===== config.mk =====
export PLATFORM = sky130hd
export DESIGN_NAME = pinmux_top
export DESIGN_NICKNAME = d
export VERILOG_FILES = /design/src/logic/pinmux_pkg.sv /design/src/logic/pinmux_top.sv /design/src/logic/pad_mux.sv /design/src/logic/timer_reg.sv /design/src/logic/gpio_reg.sv /design/src/logic/glbl_reg.sv /design/src/logic/reg_decode.sv
export SDC_FILE = /design/constraint.sdc
export NUM_CORES = 1
export LEC_CHECK = 0
export ABC_AREA = 0
export BUFFER_PORTS_ARGS = -buffer_cell sky130_fd_sc_hd__buf_2
export CAP_MARGIN = 20
export CORE_MARGIN = 3
export CORE_UTILIZATION = 40
export DETAILED_ROUTE_END_ITERATION = 10
export PLACE_DENSITY_LB_ADDON = 0.1
export SLEW_MARGIN = 40
export SYNTH_ARGS = -nofsm -noshare
export SYNTH_HDL_FRONTEND = slang
export SYNTH_SLANG_ARGS = --single-unit

===== constraint.sdc =====
create_clock -name mclk -period 4.3 [get_ports mclk]
set_input_delay 0.215 -clock mclk [delete_from_list [all_inputs] [get_ports mclk]]
set_output_delay 0.215 -clock mclk [all_outputs]
set_load 0.02 [all_outputs]

===== src/logic/pinmux_pkg.sv =====
package pinmux_pkg;

   // ------------------------------------------------
   // Widths
   // ------------------------------------------------
   localparam int PAD_W  = 16;
   localparam int DATA_W = 32;
   localparam int ADDR_W = 9;
   localparam int BE_W   = 4;
   localparam int TMR_W  = 16;

   // Block codes, address bits 8:6
   localparam logic [2:0] SEL_GLBL  = 3'd0;
   localparam logic [2:0] SEL_GPIO  = 3'd1;
   localparam logic [2:0] SEL_TIMER = 3'd3;

   // ------------------------------------------------
   // Word offsets per block
   // ------------------------------------------------
   localparam logic [3:0] GLBL_CHIP_ID    = 4'd0;
   localparam logic [3:0] GLBL_INTR_MASK  = 4'd1;
   localparam logic [3:0] GLBL_INTR_STAT  = 4'd2;
   localparam logic [3:0] GLBL_MULTI_FUNC = 4'd3;

   localparam logic [3:0] GPIO_DIR       = 4'd0;
   localparam logic [3:0] GPIO_OUT       = 4'd1;
   localparam logic [3:0] GPIO_IN        = 4'd2;
   localparam logic [3:0] GPIO_INTR_EN   = 4'd3;
   localparam logic [3:0] GPIO_INTR_STAT = 4'd4;

   localparam logic [3:0] TMR_CTRL     = 4'd0;
   localparam logic [3:0] TMR_PRESCALE = 4'd1;
   localparam logic [3:0] TMR_COMPARE  = 4'd2;
   localparam logic [3:0] TMR_COUNT    = 4'd3;

   localparam logic [DATA_W-1:0] CHIP_ID_VAL = 32'h504D_0116;

   // Pins shared with the UART
   localparam int UART_RX_PIN = 0;
   localparam int UART_TX_PIN = 1;

   // Interrupt status bit positions
   localparam int INTR_TIMER_BIT = 0;
   localparam int INTR_GPIO_BIT  = 1;

   // ------------------------------------------------
   // Bus types
   // ------------------------------------------------
   typedef struct packed {
      logic [2:0] blk;
      logic [3:0] word;
      logic [1:0] byte_off;
   } reg_addr_t;

   // Same address seen flat or split into fields
   typedef union packed {
      logic [ADDR_W-1:0] flat;
      reg_addr_t         f;
   } reg_addr_u;

   typedef struct packed {
      logic              cs;
      logic              wr;
      reg_addr_u         addr;
      logic [DATA_W-1:0] wdata;
      logic [BE_W-1:0]   be;
   } reg_req_t;

   typedef struct packed {
      logic [DATA_W-1:0] rdata;
      logic              ack;
   } reg_rsp_t;

   typedef logic [PAD_W-1:0] pad_t;

   // Expand byte enables into a bit mask
   function automatic logic [DATA_W-1:0] be_mask(input logic [BE_W-1:0] be);
      logic [DATA_W-1:0] m;
      m = '0;
      for (int i = 0; i < BE_W; i++) begin
         m[i*8 +: 8] = {8{be[i]}};
      end
      return m;
   endfunction

endpackage

===== src/logic/pinmux_top.sv =====
`timescale 1ns/10ps

module pinmux_top import pinmux_pkg::*; (
   input  logic     mclk,
   input  logic     rst_n_i,
   // Register bus
   input  reg_req_t reg_req_i,
   output reg_rsp_t reg_rsp_o,
   output logic     irq_o,
   // UART
   input  logic     uart_txd_i,
   output logic     uart_rxd_o,
   // Pads
   input  pad_t     digital_io_in_i,
   output pad_t     digital_io_out_o,
   output pad_t     digital_io_oen_o
);

   reg_req_t glbl_req;
   reg_req_t gpio_req;
   reg_req_t tmr_req;
   reg_rsp_t glbl_rsp;
   reg_rsp_t gpio_rsp;
   reg_rsp_t tmr_rsp;
   logic     uart_en;
   logic     timer_evt;
   logic     gpio_intr;
   pad_t     gpio_dir;
   pad_t     gpio_out;
   pad_t     pad_in;

   // ------------------------------------------------
   // Bus decode
   // ------------------------------------------------
   reg_decode u_reg_decode (
      .mclk       (mclk),
      .rst_n_i    (rst_n_i),
      .req_i      (reg_req_i),
      .rsp_o      (reg_rsp_o),
      .glbl_req_o (glbl_req),
      .gpio_req_o (gpio_req),
      .tmr_req_o  (tmr_req),
      .glbl_rsp_i (glbl_rsp),
      .gpio_rsp_i (gpio_rsp),
      .tmr_rsp_i  (tmr_rsp)
   );

   // ------------------------------------------------
   // Register blocks
   // ------------------------------------------------
   glbl_reg u_glbl_reg (
      .mclk        (mclk),
      .rst_n_i     (rst_n_i),
      .req_i       (glbl_req),
      .rsp_o       (glbl_rsp),
      .timer_evt_i (timer_evt),
      .gpio_intr_i (gpio_intr),
      .uart_en_o   (uart_en),
      .irq_o       (irq_o)
   );

   gpio_reg u_gpio_reg (
      .mclk        (mclk),
      .rst_n_i     (rst_n_i),
      .req_i       (gpio_req),
      .rsp_o       (gpio_rsp),
      .pad_in_i    (pad_in),
      .gpio_dir_o  (gpio_dir),
      .gpio_out_o  (gpio_out),
      .gpio_intr_o (gpio_intr)
   );

   timer_reg u_timer_reg (
      .mclk        (mclk),
      .rst_n_i     (rst_n_i),
      .req_i       (tmr_req),
      .rsp_o       (tmr_rsp),
      .timer_evt_o (timer_evt)
   );

   // Pad side
   pad_mux u_pad_mux (
      .uart_en_i        (uart_en),
      .gpio_dir_i       (gpio_dir),
      .gpio_out_i       (gpio_out),
      .uart_txd_i       (uart_txd_i),
      .uart_rxd_o       (uart_rxd_o),
      .digital_io_in_i  (digital_io_in_i),
      .digital_io_out_o (digital_io_out_o),
      .digital_io_oen_o (digital_io_oen_o),
      .pad_in_o         (pad_in)
   );

endmodule


===== src/logic/pad_mux.sv =====
`timescale 1ns/10ps

module pad_mux import pinmux_pkg::*; (
   input  logic uart_en_i,
   input  pad_t gpio_dir_i,
   input  pad_t gpio_out_i,
   input  logic uart_txd_i,
   output logic uart_rxd_o,
   input  pad_t digital_io_in_i,
   output pad_t digital_io_out_o,
   output pad_t digital_io_oen_o,
   output pad_t pad_in_o
);

   always_comb begin
      // GPIO default, oen active low so dir 1 drives
      digital_io_out_o = gpio_out_i;
      digital_io_oen_o = ~gpio_dir_i;
      uart_rxd_o       = 1'b1;
      if (uart_en_i) begin
         // TX pin always driven
         digital_io_out_o[UART_TX_PIN] = uart_txd_i;
         digital_io_oen_o[UART_TX_PIN] = 1'b0;
         // RX pin forced to input
         digital_io_oen_o[UART_RX_PIN] = 1'b1;
         uart_rxd_o                    = digital_io_in_i[UART_RX_PIN];
      end
   end

   // Raw pad inputs to GPIO, synchronised there
   assign pad_in_o = digital_io_in_i;

endmodule


===== src/logic/timer_reg.sv =====
`timescale 1ns/10ps

module timer_reg import pinmux_pkg::*; (
   input  logic     mclk,
   input  logic     rst_n_i,
   input  reg_req_t req_i,
   output reg_rsp_t rsp_o,
   output logic     timer_evt_o
);

   logic              ack_q;
   logic [DATA_W-1:0] rdata_q;
   logic              acc_start;
   logic              wr_en;
   logic [3:0]        word;
   logic [DATA_W-1:0] wmask;
   logic [DATA_W-1:0] wbits;
   logic              tmr_en;
   logic [TMR_W-1:0]  prescale_q;
   logic [TMR_W-1:0]  compare_q;
   logic [TMR_W-1:0]  pre_cnt;
   logic [TMR_W-1:0]  cnt;
   logic              tick;
   logic [DATA_W-1:0] rd_word;

   assign acc_start = req_i.cs && !ack_q;
   assign wr_en     = acc_start && req_i.wr;
   assign word      = req_i.addr.f.word;
   assign wmask     = be_mask(req_i.be);
   assign wbits     = req_i.wdata & wmask;

   // Prescaler wrap, >= guards against a lowered limit
   assign tick = (pre_cnt >= prescale_q);

   // ------------------------------------------------
   // Config registers
   // ------------------------------------------------
   always_ff @(posedge mclk) begin
      if (!rst_n_i) begin
         ack_q      <= 1'b0;
         tmr_en     <= 1'b0;
         prescale_q <= '0;
         compare_q  <= '0;
      end else begin
         ack_q <= acc_start;
         if (wr_en && word == TMR_CTRL && req_i.be[0]) begin
            tmr_en <= req_i.wdata[0];
         end
         if (wr_en && word == TMR_PRESCALE) begin
            prescale_q <= (prescale_q & ~wmask[TMR_W-1:0]) | wbits[TMR_W-1:0];
         end
         if (wr_en && word == TMR_COMPARE) begin
            compare_q <= (compare_q & ~wmask[TMR_W-1:0]) | wbits[TMR_W-1:0];
         end
      end
   end

   // Period is (prescale+1)*(compare+1) cycles
   always_ff @(posedge mclk) begin
      if (!rst_n_i || !tmr_en) begin
         pre_cnt     <= '0;
         cnt         <= '0;
         timer_evt_o <= 1'b0;
      end else if (tick) begin
         pre_cnt <= '0;
         if (cnt >= compare_q) begin
            cnt         <= '0;
            timer_evt_o <= 1'b1;
         end else begin
            cnt         <= cnt + 1'b1;
            timer_evt_o <= 1'b0;
         end
      end else begin
         pre_cnt     <= pre_cnt + 1'b1;
         timer_evt_o <= 1'b0;
      end
   end

   always_comb begin
      case (word)
         TMR_CTRL:     rd_word = DATA_W'(tmr_en);
         TMR_PRESCALE: rd_word = DATA_W'(prescale_q);
         TMR_COMPARE:  rd_word = DATA_W'(compare_q);
         TMR_COUNT:    rd_word = DATA_W'(cnt);
         default:      rd_word = '0;
      endcase
   end

   always_ff @(posedge mclk) begin
      if (acc_start) begin
         rdata_q <= rd_word;
      end
   end

   assign rsp_o.rdata = rdata_q;
   assign rsp_o.ack   = ack_q;

endmodule


===== src/logic/gpio_reg.sv =====
`timescale 1ns/10ps

module gpio_reg import pinmux_pkg::*; (
   input  logic     mclk,
   input  logic     rst_n_i,
   input  reg_req_t req_i,
   output reg_rsp_t rsp_o,
   input  pad_t     pad_in_i,
   output pad_t     gpio_dir_o,
   output pad_t     gpio_out_o,
   output logic     gpio_intr_o
);

   logic              ack_q;
   logic [DATA_W-1:0] rdata_q;
   logic              acc_start;
   logic              wr_en;
   logic [3:0]        word;
   logic [DATA_W-1:0] wmask;
   logic [DATA_W-1:0] wbits;
   pad_t              pmask;
   pad_t              pbits;
   pad_t              dir_q;
   pad_t              out_q;
   pad_t              intr_en_q;
   pad_t              intr_stat_q;
   pad_t              sync_ff1;
   pad_t              sync_ff2;
   pad_t              prev_in;
   pad_t              rise;
   logic [DATA_W-1:0] rd_word;

   assign acc_start = req_i.cs && !ack_q;
   assign wr_en     = acc_start && req_i.wr;
   assign word      = req_i.addr.f.word;
   assign wmask     = be_mask(req_i.be);
   assign wbits     = req_i.wdata & wmask;
   // Pads occupy the low bytes of the word
   assign pmask     = wmask[PAD_W-1:0];
   assign pbits     = wbits[PAD_W-1:0];

   // Edges seen on the synchronised input, gated by enable
   assign rise = sync_ff2 & ~prev_in & intr_en_q;

   // ------------------------------------------------
   // Input synchroniser and edge history
   // ------------------------------------------------
   always_ff @(posedge mclk) begin
      if (!rst_n_i) begin
         sync_ff1 <= '0;
         sync_ff2 <= '0;
         prev_in  <= '0;
      end else begin
         sync_ff1 <= pad_in_i;
         sync_ff2 <= sync_ff1;
         prev_in  <= sync_ff2;
      end
   end

   // ------------------------------------------------
   // Control registers
   // ------------------------------------------------
   always_ff @(posedge mclk) begin
      if (!rst_n_i) begin
         ack_q       <= 1'b0;
         dir_q       <= '0;
         out_q       <= '0;
         intr_en_q   <= '0;
         intr_stat_q <= '0;
      end else begin
         ack_q <= acc_start;
         if (wr_en && word == GPIO_DIR) begin
            dir_q <= (dir_q & ~pmask) | pbits;
         end
         if (wr_en && word == GPIO_OUT) begin
            out_q <= (out_q & ~pmask) | pbits;
         end
         if (wr_en && word == GPIO_INTR_EN) begin
            intr_en_q <= (intr_en_q & ~pmask) | pbits;
         end
         // Set by edge, cleared by writing 1
         if (wr_en && word == GPIO_INTR_STAT) begin
            intr_stat_q <= (intr_stat_q & ~pbits) | rise;
         end else begin
            intr_stat_q <= intr_stat_q | rise;
         end
      end
   end

   always_comb begin
      case (word)
         GPIO_DIR:       rd_word = DATA_W'(dir_q);
         GPIO_OUT:       rd_word = DATA_W'(out_q);
         GPIO_IN:        rd_word = DATA_W'(sync_ff2);
         GPIO_INTR_EN:   rd_word = DATA_W'(intr_en_q);
         GPIO_INTR_STAT: rd_word = DATA_W'(intr_stat_q);
         default:        rd_word = '0;
      endcase
   end

   always_ff @(posedge mclk) begin
      if (acc_start) begin
         rdata_q <= rd_word;
      end
   end

   assign rsp_o.rdata = rdata_q;
   assign rsp_o.ack   = ack_q;
   assign gpio_dir_o  = dir_q;
   assign gpio_out_o  = out_q;
   // Level interrupt, any pending pin
   assign gpio_intr_o = |intr_stat_q;

endmodule


===== src/logic/glbl_reg.sv =====
`timescale 1ns/10ps

module glbl_reg import pinmux_pkg::*; (
   input  logic     mclk,
   input  logic     rst_n_i,
   input  reg_req_t req_i,
   output reg_rsp_t rsp_o,
   input  logic     timer_evt_i,
   input  logic     gpio_intr_i,
   output logic     uart_en_o,
   output logic     irq_o
);

   logic              ack_q;
   logic [DATA_W-1:0] rdata_q;
   logic              acc_start;
   logic              wr_en;
   logic [3:0]        word;
   logic [DATA_W-1:0] wmask;
   logic [DATA_W-1:0] wbits;
   logic [DATA_W-1:0] intr_mask;
   logic [DATA_W-1:0] multi_func;
   logic              timer_stat;
   logic [1:0]        intr_stat;
   logic [DATA_W-1:0] rd_word;

   // Access starts on first edge with cs high and no ack
   assign acc_start = req_i.cs && !ack_q;
   assign wr_en     = acc_start && req_i.wr;
   assign word      = req_i.addr.f.word;
   assign wmask     = be_mask(req_i.be);
   assign wbits     = req_i.wdata & wmask;

   // Sticky timer bit plus live GPIO level
   always_comb begin
      intr_stat                 = '0;
      intr_stat[INTR_TIMER_BIT] = timer_stat;
      intr_stat[INTR_GPIO_BIT]  = gpio_intr_i;
   end

   // ------------------------------------------------
   // Control registers
   // ------------------------------------------------
   always_ff @(posedge mclk) begin
      if (!rst_n_i) begin
         ack_q      <= 1'b0;
         intr_mask  <= '0;
         multi_func <= '0;
         timer_stat <= 1'b0;
         irq_o      <= 1'b0;
      end else begin
         ack_q <= acc_start;
         if (wr_en && word == GLBL_INTR_MASK) begin
            intr_mask <= (intr_mask & ~wmask) | wbits;
         end
         if (wr_en && word == GLBL_MULTI_FUNC) begin
            multi_func <= (multi_func & ~wmask) | wbits;
         end
         // New event wins over write-1-to-clear
         if (timer_evt_i) begin
            timer_stat <= 1'b1;
         end else if (wr_en && word == GLBL_INTR_STAT && wbits[INTR_TIMER_BIT]) begin
            timer_stat <= 1'b0;
         end
         irq_o <= |(intr_stat & intr_mask[1:0]);
      end
   end

   // Read mux
   always_comb begin
      case (word)
         GLBL_CHIP_ID:    rd_word = CHIP_ID_VAL;
         GLBL_INTR_MASK:  rd_word = intr_mask;
         GLBL_INTR_STAT:  rd_word = DATA_W'(intr_stat);
         GLBL_MULTI_FUNC: rd_word = multi_func;
         default:         rd_word = '0;
      endcase
   end

   // Read data captured with the ack
   always_ff @(posedge mclk) begin
      if (acc_start) begin
         rdata_q <= rd_word;
      end
   end

   assign rsp_o.rdata = rdata_q;
   assign rsp_o.ack   = ack_q;
   // UART owns pins 0 and 1 when bit 0 is set
   assign uart_en_o   = multi_func[0];

endmodule


===== src/logic/reg_decode.sv =====
`timescale 1ns/10ps

module reg_decode import pinmux_pkg::*; (
   input  logic     mclk,
   input  logic     rst_n_i,
   // Host side
   input  reg_req_t req_i,
   output reg_rsp_t rsp_o,
   // Block side requests
   output reg_req_t glbl_req_o,
   output reg_req_t gpio_req_o,
   output reg_req_t tmr_req_o,
   // Block side responses
   input  reg_rsp_t glbl_rsp_i,
   input  reg_rsp_t gpio_rsp_i,
   input  reg_rsp_t tmr_rsp_i
);

   logic [2:0] blk_sel;
   logic       blk_mapped;
   logic       unmap_cs;
   logic       unmap_ack;

   // Block code from the top address bits
   assign blk_sel    = req_i.addr.f.blk;
   assign blk_mapped = (blk_sel == SEL_GLBL) || (blk_sel == SEL_GPIO) ||
                       (blk_sel == SEL_TIMER);
   assign unmap_cs   = req_i.cs && !blk_mapped;

   // ------------------------------------------------
   // Request steering
   // ------------------------------------------------
   always_comb begin
      glbl_req_o    = req_i;
      gpio_req_o    = req_i;
      tmr_req_o     = req_i;
      // Only the addressed block sees chip select
      glbl_req_o.cs = req_i.cs && (blk_sel == SEL_GLBL);
      gpio_req_o.cs = req_i.cs && (blk_sel == SEL_GPIO);
      tmr_req_o.cs  = req_i.cs && (blk_sel == SEL_TIMER);
   end

   // Local ack for holes in the map, keeps the host from hanging
   always_ff @(posedge mclk) begin
      if (!rst_n_i) begin
         unmap_ack <= 1'b0;
      end else begin
         unmap_ack <= unmap_cs && !unmap_ack;
      end
   end

   // ------------------------------------------------
   // Response return
   // ------------------------------------------------
   always_comb begin
      case (blk_sel)
         SEL_GLBL:  rsp_o = glbl_rsp_i;
         SEL_GPIO:  rsp_o = gpio_rsp_i;
         SEL_TIMER: rsp_o = tmr_rsp_i;
         default: begin
            // Unmapped reads as zero
            rsp_o.rdata = '0;
            rsp_o.ack   = unmap_ack;
         end
      endcase
   end

endmodule


==> impl_metrics.toml, run 1 <==
[timing]
finClkSkew_ns = 0.00900
fin_crit_sh_pct = 64.5
finalSetupViolations = 0
tightest_slew_ns = 0.849
maxSlewViolCount = 0
setup-tns-final_ns = 0
fmax_ghz = 0.360
rsz0062_at_grt = "false"
fin_crit_ns = 2.78
final-hold-violation-count = 0
fin_hold_ws_ns = 0.0354
worst_slack_ns = 1.52
maxSlewHeadroom_pct = 43.4

[global_route]
grt_max_degree = 213
grt.total_usage_pct = 21.0
grt_pass1_vias = 10427
grt_pass1_wl_um = 63200
antenna_found_initial = 3
overflow = 0

[layout]
final_common_cell = "dfxtp_1"
finish.utilization_pct = 47.8
layout.nets = 1721
area_growth_pct = 16.0
mostFrequentLayoutCells = "dfxtp_1, nand2_1, buf_2, nor2_1, mux2i_1"
diodes = 0
drive_gt1_share_pct = 14.3
fin_area_mm2 = 0.0167
final_cells = 2102
fillerInstances = 3421

[clock_tree]
clock-sinks = 312
clkLatencyLatePin_ns = 0.51
cts_buffers = 37
cts_hold_buf = 32
cts-resized-gates = 0
cts_root_buf = "clkbuf_16"
path_clk_slew_ns = 0.06
ctsHtreeMaxLevel = 2
postCtsSetupBuffers = 0
cts_tree = "yes"
cts_max_path_buffers = 3

[worst_setup_path]
cp_num_buf_inv = 1
cp.required_ns = 4.75
cp.arrival_ns = 3.23
crit_slowest_cell = "or4_4"
reg2reg_slack_ns = 1.52
critical_path_class = "register to register"
slowest_delay_ns = 0.62
cp_max_fo = 14
cp-end-kind = "register"
path_common_cell = "a2111oi_4"
crit_chain = "inv_1 -> ha_1 -> nand2b_4 -> a2111oi_4 -> a2111oi_4 -> or4_4 -> nor2_2 -> a22o_1"
crit_family = "simple AND/OR/NAND/NOR gates"
cp-start-kind = "register"

[synth]
syn_nets = 1619
async_flop_share_pct = 0
ys_types = 68
ys_top_cells_by_area = "dfxtp_1, edfxtp_1, mux2i_1"
ys.flop_type = "dfxtp_1"
yosys.area.top_type_share_pct = 34.4
ys_warn_count = 0
seq_area_frac_synth_pct = 47.7
syn_area_per_cell_um2 = 9.50
synth_edf_count = 64
syn-cell-area_mm2 = 0.0144
ys_ff_latch = 312
syn_inst = 1519
yosys.area.top_type = "dfxtp_1"

[power_and_ir_drop]
p_total_mw = 6.43
ir_drop_mv = 0.236
leakagePower_nw = 6.18
powerDensity_mw_per_mm2 = 384

[routing]
first_pass_iters = 5
post_drt_wl_per_cell_um = 19.5
ant_nets = 0
routed_wl_um = 41000
dr.first_iter.drc_count = 747
viasPerCell = 5.23
num_vias = 10995
drcViolationCount = 0

[placement]
gp_congestion = 0.838
place_inst = 2005
dpl_cell_area_mm2 = 0.0152
io_buffers = 130
hpwl_um = 27600
dp_slack_ns = 1.47

[floorplanning]
rows = 68
die_y_um = 196
io_pins = 133
fp.dieW_um = 196
fp.dieArea_mm2 = 0.0384
initial_core_util_pct = 41.2
core_area_mm2 = 0.0351

[flow_run]
cap_violations = 0

[outcome]
outcome = "finished, final reports clean"

[min_path]
min_path_type = "input pin to register"
## final cells by class
cell class | count | area [um^2] | share of cell area (%)
multi-input cells | 1028 | 6750 | 40.3
clock buffers | 57 | 1100 | 6.58
well taps | 455 | 569 | 3.40
repair buffers | 176 | 1090 | 6.52
clock inverters | 8 | 97.6 | 0.583
flip-flops and latches | 312 | 6890 | 41.1
inverters | 66 | 248 | 1.48
## synth_stat cells, types with 20 or more instances
cell type / instances
mux2i_1: 119
nor2_1: 128
buf_2: 20
nand2_1: 148
and2_1: 68
dfxtp_1: 248
a22oi_1: 53
ha_1: 34
inv_1: 65
nor2b_1: 106
edfxtp_1: 64
clkbuf_1: 63
a21oi_1: 58
o21ai_0: 22
nand3_1: 77
a21boi_0: 48
## worst register-to-register path, delay by kind of cell (launching register included)
kind | cells | cell delay (ns)
AOI/OAI and AO/OA | 3 | 0.66
adders and majority gates | 1 | 0.29
buffers and inverters | 1 | 0.10
DFF | 1 | 0.48
and+or+nand+nor | 3 | 1.19
## power by group
| group | switching [mW] | total, mW | leakage, nW | internal [mW] |
|---|---|---|---|---|
| clock | 1.21 | 3.09 | 0.592 | 1.88 |
| sequential | 0.0125 | 3.02 | 2.64 | 3.01 |
| combinational | 0.208 | 0.320 | 2.95 | 0.112 |
## logic make-up (layout without fill, tap and decap cells)
logic type | after synthesis | in the layout | synth area share, %
buf+inv | 179 | 307 | 5.71
fa+ha+maj | 34 | 34 | 2.95
compound gates | 256 | 256 | 12.4
xor+xnor | 14 | 14 | 0.849
flops | 312 | 312 | 47.7
simple gates | 603 | 603 | 22.0
mux | 121 | 121 | 8.41
## metal layers
metal / track usage (%) / vias to the layer above / share of wire (%)
li1: - / 5390 / -
met2: 31.9 / 307 / 44
met1: 31.3 / 5230 / 48
met4: 4.75 / 6 / 2.0
met3: 3.57 / 62 / 5.8
met5: 0 / - / 0.083
## final timing paths
path                                                         from                                end  cells past startpoint
worst min register to register  u_gpio_reg.sync_ff1[0]$_SDFF_PN0_  u_gpio_reg.sync_ff2[0]$_SDFF_PN0_                      1
worst max register to register    u_timer_reg.cnt[0]$_SDFFE_PP0P_    u_timer_reg.cnt[5]$_SDFFE_PP0P_                      8
worst min-delay path                                reg_req_i[46]        u_gpio_reg.ack_q$_SDFF_PN0_                      3
worst max-delay path              u_timer_reg.cnt[0]$_SDFFE_PP0P_    u_timer_reg.cnt[5]$_SDFFE_PP0P_                      8
No activity file was read; power rests on OpenSTA's default activity.
==> inputs of run 2 (changes only) <==
--- a/config.mk
+++ b/config.mk
@@ -5,7 +5,7 @@
 export SDC_FILE = /design/constraint.sdc
 export NUM_CORES = 1
 export LEC_CHECK = 0
-export ABC_AREA = 0
+export ABC_AREA = 1
 export BUFFER_PORTS_ARGS = -buffer_cell sky130_fd_sc_hd__buf_2
 export CAP_MARGIN = 20
 export CORE_MARGIN = 3
==> constraint.sdc (replaced) <==
create_clock -name mclk -period 2.8 [get_ports mclk]
set_input_delay 0.14 -clock mclk [delete_from_list [all_inputs] [get_ports mclk]]
set_output_delay 0.14 -clock mclk [all_outputs]
set_load 0.02 [all_outputs]
==> run 2 against run 1 <==
Against the previous run:
- first-iteration DRC count is 13% lower
- power is 51% higher
- register-to-register slack got worse by 1.0 ns
- critical endpoint is now u_timer_reg.pre_cnt[2]$_SDFF_PP0_
- via count up 5.3%
==> impl_metrics.toml, run 2 <==
[floorplanning]
initial_core_util_pct = 41.2
fp.dieArea_mm2 = 0.0363
core_area_mm2 = 0.0330
fp.dieW_um = 191
io_pins = 133
rows = 66
die_y_um = 191

[routing]
post_drt_wl_per_cell_um = 16.6
ant_nets = 0
routed_wl_um = 38600
drcViolationCount = 0
num_vias = 11574
viasPerCell = 4.97
dr.first_iter.drc_count = 647
first_pass_iters = 6

[timing]
fmax_ghz = 0.434
setup-tns-final_ns = 0
rsz0062_at_grt = "false"
maxSlewViolCount = 0
maxSlewHeadroom_pct = 50.7
fin_crit_ns = 2.30
finClkSkew_ns = 0.0103
finalSetupViolations = 0
final-hold-violation-count = 0
fin_crit_sh_pct = 82.2
fin_hold_ws_ns = 0.0153
tightest_slew_ns = 0.734

[min_path]
holdPathStages = 3
min_path_type = "input pin to register"

[synth]
yosys.area.top_type = "dfxtp_1"
syn_area_per_cell_um2 = 7.95
ys_top_cells_by_area = "dfxtp_1, edfxtp_1, nand2_1"
synth_edf_count = 64
seq_area_frac_synth_pct = 50.6
async_flop_share_pct = 0
syn-cell-area_mm2 = 0.0136
syn_inst = 1714
ys.flop_type = "dfxtp_1"
yosys.area.top_type_share_pct = 36.4
ys_ff_latch = 312
ys_types = 42
synth_most_common_cell = "nand2_1"
ys_warn_count = 0
ys_top_cells_by_count = "nand2_1, dfxtp_1, inv_1, o21ai_0, nor2_1"
syn_nets = 1814

[global_route]
overflow = 0
grt_pass1_vias = 11079
grt_max_degree = 82
grt.total_usage_pct = 21.1
antenna_found_initial = 0
grt_pass1_wl_um = 61200

[layout]
multi_input_area_mm2 = 0.00545
ff_latch_area_mm2 = 0.00689
area_growth_pct = 18.9
drive_gt1_share_pct = 13.1
diodes = 0
fillerInstances = 3280
mostFrequentLayoutCells = "nand2_1, dfxtp_1, inv_1, o21ai_0, nor2_1"
layout.nets = 1960
final_common_cell = "nand2_1"

[power_and_ir_drop]
p_sw_share_pct = 22.8
intPower_mw = 7.47
leakagePower_nw = 6.89
combPwrFrac_pct = 4.2
clkPwrFrac_pct = 47.9
ir_drop_mv = 0.467
power_switching_mw = 2.21
powerDensity_mw_per_mm2 = 598
seq_power_share_pct = 47.9

[placement]
io_buffers = 130
gp_congestion = 0.847
hpwl_um = 27100

[clock_tree]
cts_tree = "yes"
clkLatencyLatePin_ns = 0.52
cts_max_path_buffers = 3
cts_root_buf = "clkbuf_16"
postCtsSetupBuffers = 0
ctsHtreeMaxLevel = 2
cts_buffers = 36
path_clk_slew_ns = 0.06
clock-sinks = 312

[worst_setup_path]
cp-end-kind = "register"
reg2reg_slack_ns = 0.50
cp.arrival_ns = 2.73
cp-start-kind = "register"
cp_max_fo = 16
critical_path_class = "register to register"
ff2ff_path_depth = 6
cp.required_ns = 3.23

[flow_run]
cap_violations = 0

[outcome]
outcome = "finished, final reports clean"
==> run 2: layer usage <==
layer | vias up | share of wire, % | global-route usage, %
met3 | 44 | 5.0 | 2.94
met1 | 5359 | 46 | 29.3
met4 | 0 | 1.4 | 3.98
met2 | 260 | 47 | 35.7
met5 | - | 0 | 0
li1 | 5911 | - | -
==> run 2: power groups by stage <==
stage                     sequential (mW)  combinational (mW)  clock [mW]
after floorplan                      4.73               0.182           0
after global placement               4.73               0.369           0
after detailed placement             4.73               0.371           0
after CTS                            4.64               0.414        4.74
after global routing                 4.64               0.449        4.94
final                                4.64               0.410        4.64
==> run 2: critical path, stage by stage (launching register included) <==
cell and delay (ns):
dfxtp_1 0.44, ha_1 0.29, a21oi_1 0.15, o21ai_0 0.11, a21oi_2 0.38, nand3_1 0.55, nor3_1 0.28
==> run 2: path summary, 6_finish.rpt <==
path / from / endpoint
min reg2reg: u_gpio_reg.sync_ff1[3]$_SDFF_PN0_ / u_gpio_reg.sync_ff2[3]$_SDFF_PN0_
max: u_timer_reg.pre_cnt[9]$_SDFF_PP0_ / u_timer_reg.pre_cnt[2]$_SDFF_PP0_
max reg2reg: u_timer_reg.pre_cnt[9]$_SDFF_PP0_ / u_timer_reg.pre_cnt[2]$_SDFF_PP0_
min: reg_req_i[5] / register
==> run 2: area by class of cell <==
type | count | share of cell area [%]
timing repair buffer | 195 | 7.64
clock buffer | 48 | 6.40
clock inverter | 17 | 0.912
inverter | 235 | 5.45
multi-input combinational | 1080 | 33.7
tap | 442 | 3.41
sequential | 312 | 42.5
==> run 2: per-stage QoR <==
stage | power (mW) | utilization, % | setup slack [ns] | instance area, um^2 | instances
after floorplan | 4.91 | - | 0.0391 | 13600 | 1714
after global placement | 5.10 | 44.3 | 0.565 | 14600 | 2226
after detailed placement | 5.11 | 44.3 | 0.492 | 14600 | 2226
after CTS | 9.79 | 49.0 | 0.470 | 16200 | 2329
after global routing | 10.0 | 49.0 | 0.226 | 16200 | 2329
final | 9.68 | 49.0 | 0.498 | 16200 | 2329
==> run 2: cell families after synthesis <==
group,share of synthesized area (%)
adders and majority gates,3.12
and+or+nand+nor,21.3
AOI/OAI and AO/OA,14.7
buffers and inverters,9.50
xor gates and xnor gates,0.900
DFF,50.6
==> run 2: what timing repair did <==
action                                 4_1_cts  5_1_grt
gates resized for setup                      0        0
hold buffers                                38        0
endpoints found under the hold margin       54        0
==> inputs of run 3 (changes only) <==
==> constraint.sdc (replaced) <==
create_clock -name mclk -period 2.1 [get_ports mclk]
set_input_delay 0.105 -clock mclk [delete_from_list [all_inputs] [get_ports mclk]]
set_output_delay 0.105 -clock mclk [all_outputs]
set_load 0.02 [all_outputs]
==> run 3 against run 2 <==
Against the previous run:
- count of clock-buffer cells in the layout unchanged
- combinational power increased by 46%
- final area increased by 1.5%
- clock skew increased by 0.011 ns
- largest cell class unchanged
- worst hold slack about the same
- first-iteration DRC count increased by 41%
- critical endpoint is now u_timer_reg.cnt[15]$_SDFFE_PP0P_
- via count increased by 3.2%
- non-clock buffer count increased by 33
- wire length increased by 8.8%
- final cell count increased by 1.4%
==> impl_metrics.toml, run 3 (synthesis gave the netlist of run 2 again) <==
[outcome]
outcome = "finished, final reports clean"

[placement]
dp_slack_ns = 0.158
io_buffers = 130
dpl_cell_area_mm2 = 0.0149
place_inst = 2254
hpwl_um = 29000
gp_congestion = 0.873

[layout]
area_growth_pct = 20.7
final_common_cell = "nand2_1"
final_cells = 2362
diodes = 0
drive_gt1_share_pct = 14.5
fin_area_mm2 = 0.0164
finish.utilization_pct = 49.8
fillerInstances = 3224
mostFrequentLayoutCells = "nand2_1, dfxtp_1, inv_1, nor2_1, buf_2"
layout.nets = 1993

[timing]
setup-tns-final_ns = 0
final-hold-violation-count = 0
fmax_ghz = 0.521
fin_crit_sh_pct = 91.4
maxSlewViolCount = 0
maxSlewHeadroom_pct = 58.4
worst_slack_ns = 0.180
fin_crit_ns = 1.92
finalSetupViolations = 0
rsz0062_at_grt = "false"
tightest_slew_ns = 0.623
fin_hold_ws_ns = 0.0149
finClkSkew_ns = 0.0217

[global_route]
grt.busiest_layer = "met2"
grt_pass1_vias = 11333
grtUsageMet3_pct = 3.73
overflow = 0
antenna_found_initial = 1
grt_pass1_wl_um = 65000
grt.total_usage_pct = 23.1
grt_util_met2_pct = 36.9
use_met1_pct = 32.7
grt_max_degree = 66

[worst_setup_path]
cp-end-kind = "register"
crit_chain = "ha_1 -> nand2_1 -> nor4_1 -> nand2_1 -> buf_4 -> nand2_1 -> nor2_1 -> nand2_1 -> nand2_1"
path_common_cell = "nand2_1"
cp.arrival_ns = 2.33
cp_max_fo = 9
reg2reg_slack_ns = 0.18
cp_num_buf_inv = 1
cp-start-kind = "register"
slowest_delay_ns = 0.44
crit_family = "simple AND/OR/NAND/NOR gates"
cp.required_ns = 2.51
crit_slowest_cell = "nor4_1"
critical_path_class = "register to register"

[clock_tree]
cts_tree = "yes"
clock-sinks = 312
postCtsSetupBuffers = 0
cts_root_buf = "clkbuf_16"
cts_buffers = 36
clkLatencyLatePin_ns = 0.52
cts_max_path_buffers = 3
cts-resized-gates = 0
path_clk_slew_ns = 0.06
ctsHtreeMaxLevel = 2

[routing]
num_vias = 11943
dr.first_iter.drc_count = 914
ant_nets = 0
first_pass_iters = 5
routed_wl_um = 42000
viasPerCell = 5.06
drcViolationCount = 0
post_drt_wl_per_cell_um = 17.8

[floorplanning]
initial_core_util_pct = 41.2
fp.dieW_um = 191
core_area_mm2 = 0.0330
rows = 66
fp.dieArea_mm2 = 0.0363
io_pins = 133
die_y_um = 191

[power_and_ir_drop]
combPwrFrac_pct = 4.7
ir_drop_mv = 0.484
seq_power_share_pct = 48.3
p_sw_share_pct = 22.9
power_switching_mw = 2.93
leakagePower_nw = 7.05
intPower_mw = 9.85
p_total_mw = 12.8
clkPwrFrac_pct = 47.0
powerDensity_mw_per_mm2 = 778

[min_path]
min_path_type = "input pin to register"

[flow_run]
cap_violations = 0
[run 3: changes by cell type in the layout (fill, tap and decap cells not counted), sizes merged]
| cell | delta |
|---|---|
| clkinvlp | -3 |
| buf | +28 |
| inv | -1 |
| clkinv | +4 |
| dlygate4sd3 | +5 |
[run 3: worst min-delay path, stage by stage]
cell and delay (ns):
buf_2 0.14, nor2_4 0.09, nor2_1 0.06, nand2_1 0.05
nor3_1 0.03
[run 3: repair_timing]
action,4_1_cts,5_1_grt
endpoints found under the setup margin,0,0
endpoints found under the hold margin,66,1
hold buffers,42,1
[run 3: final cells by class]
type	count	area, um^2	share of cell area [%]
inverters	235	883	5.37
repair buffers	228	1530	9.31
flip-flops and latches	312	6890	41.9
well taps	442	553	3.36
multi-input cells	1080	5460	33.2
clock buffers	48	1010	6.12
clock inverters	17	125	0.761
[run 3: path summary, 6_finish.rpt]
path                                                          from                            endpoint  depth (start not counted)
worst max-delay path              u_timer_reg.cnt[15]$_SDFFE_PP0P_    u_timer_reg.cnt[15]$_SDFFE_PP0P_                          9
worst min register to register  u_gpio_reg.sync_ff1[11]$_SDFF_PN0_  u_gpio_reg.sync_ff2[11]$_SDFF_PN0_                          2
worst max register to register    u_timer_reg.cnt[15]$_SDFFE_PP0P_    u_timer_reg.cnt[15]$_SDFFE_PP0P_                          9
worst min-delay path                                 reg_req_i[44]   u_reg_decode.unmap_ack$_SDFF_PN0_                          5
[run 3: per-layer routing]
| layer | part of all wire, % | routed length, um |
|---|---|---|
| met1 | 47 | 19600 |
| met2 | 45 | 18800 |
| met5 | 0 | 0 |
| met4 | 2.3 | 961 |
| met3 | 6.3 | 2650 |
[run 3: power groups by stage]
stage	combinational [mW]	sequential, mW	clock, mW
2_1_floorplan	0.245	6.30	0
3_3_place_gp	0.533	6.31	0
3_5_place_dp	0.539	6.31	0
4_1_cts	0.600	6.18	6.14
5_1_grt	0.653	6.18	6.39
6_report	0.597	6.18	6.01
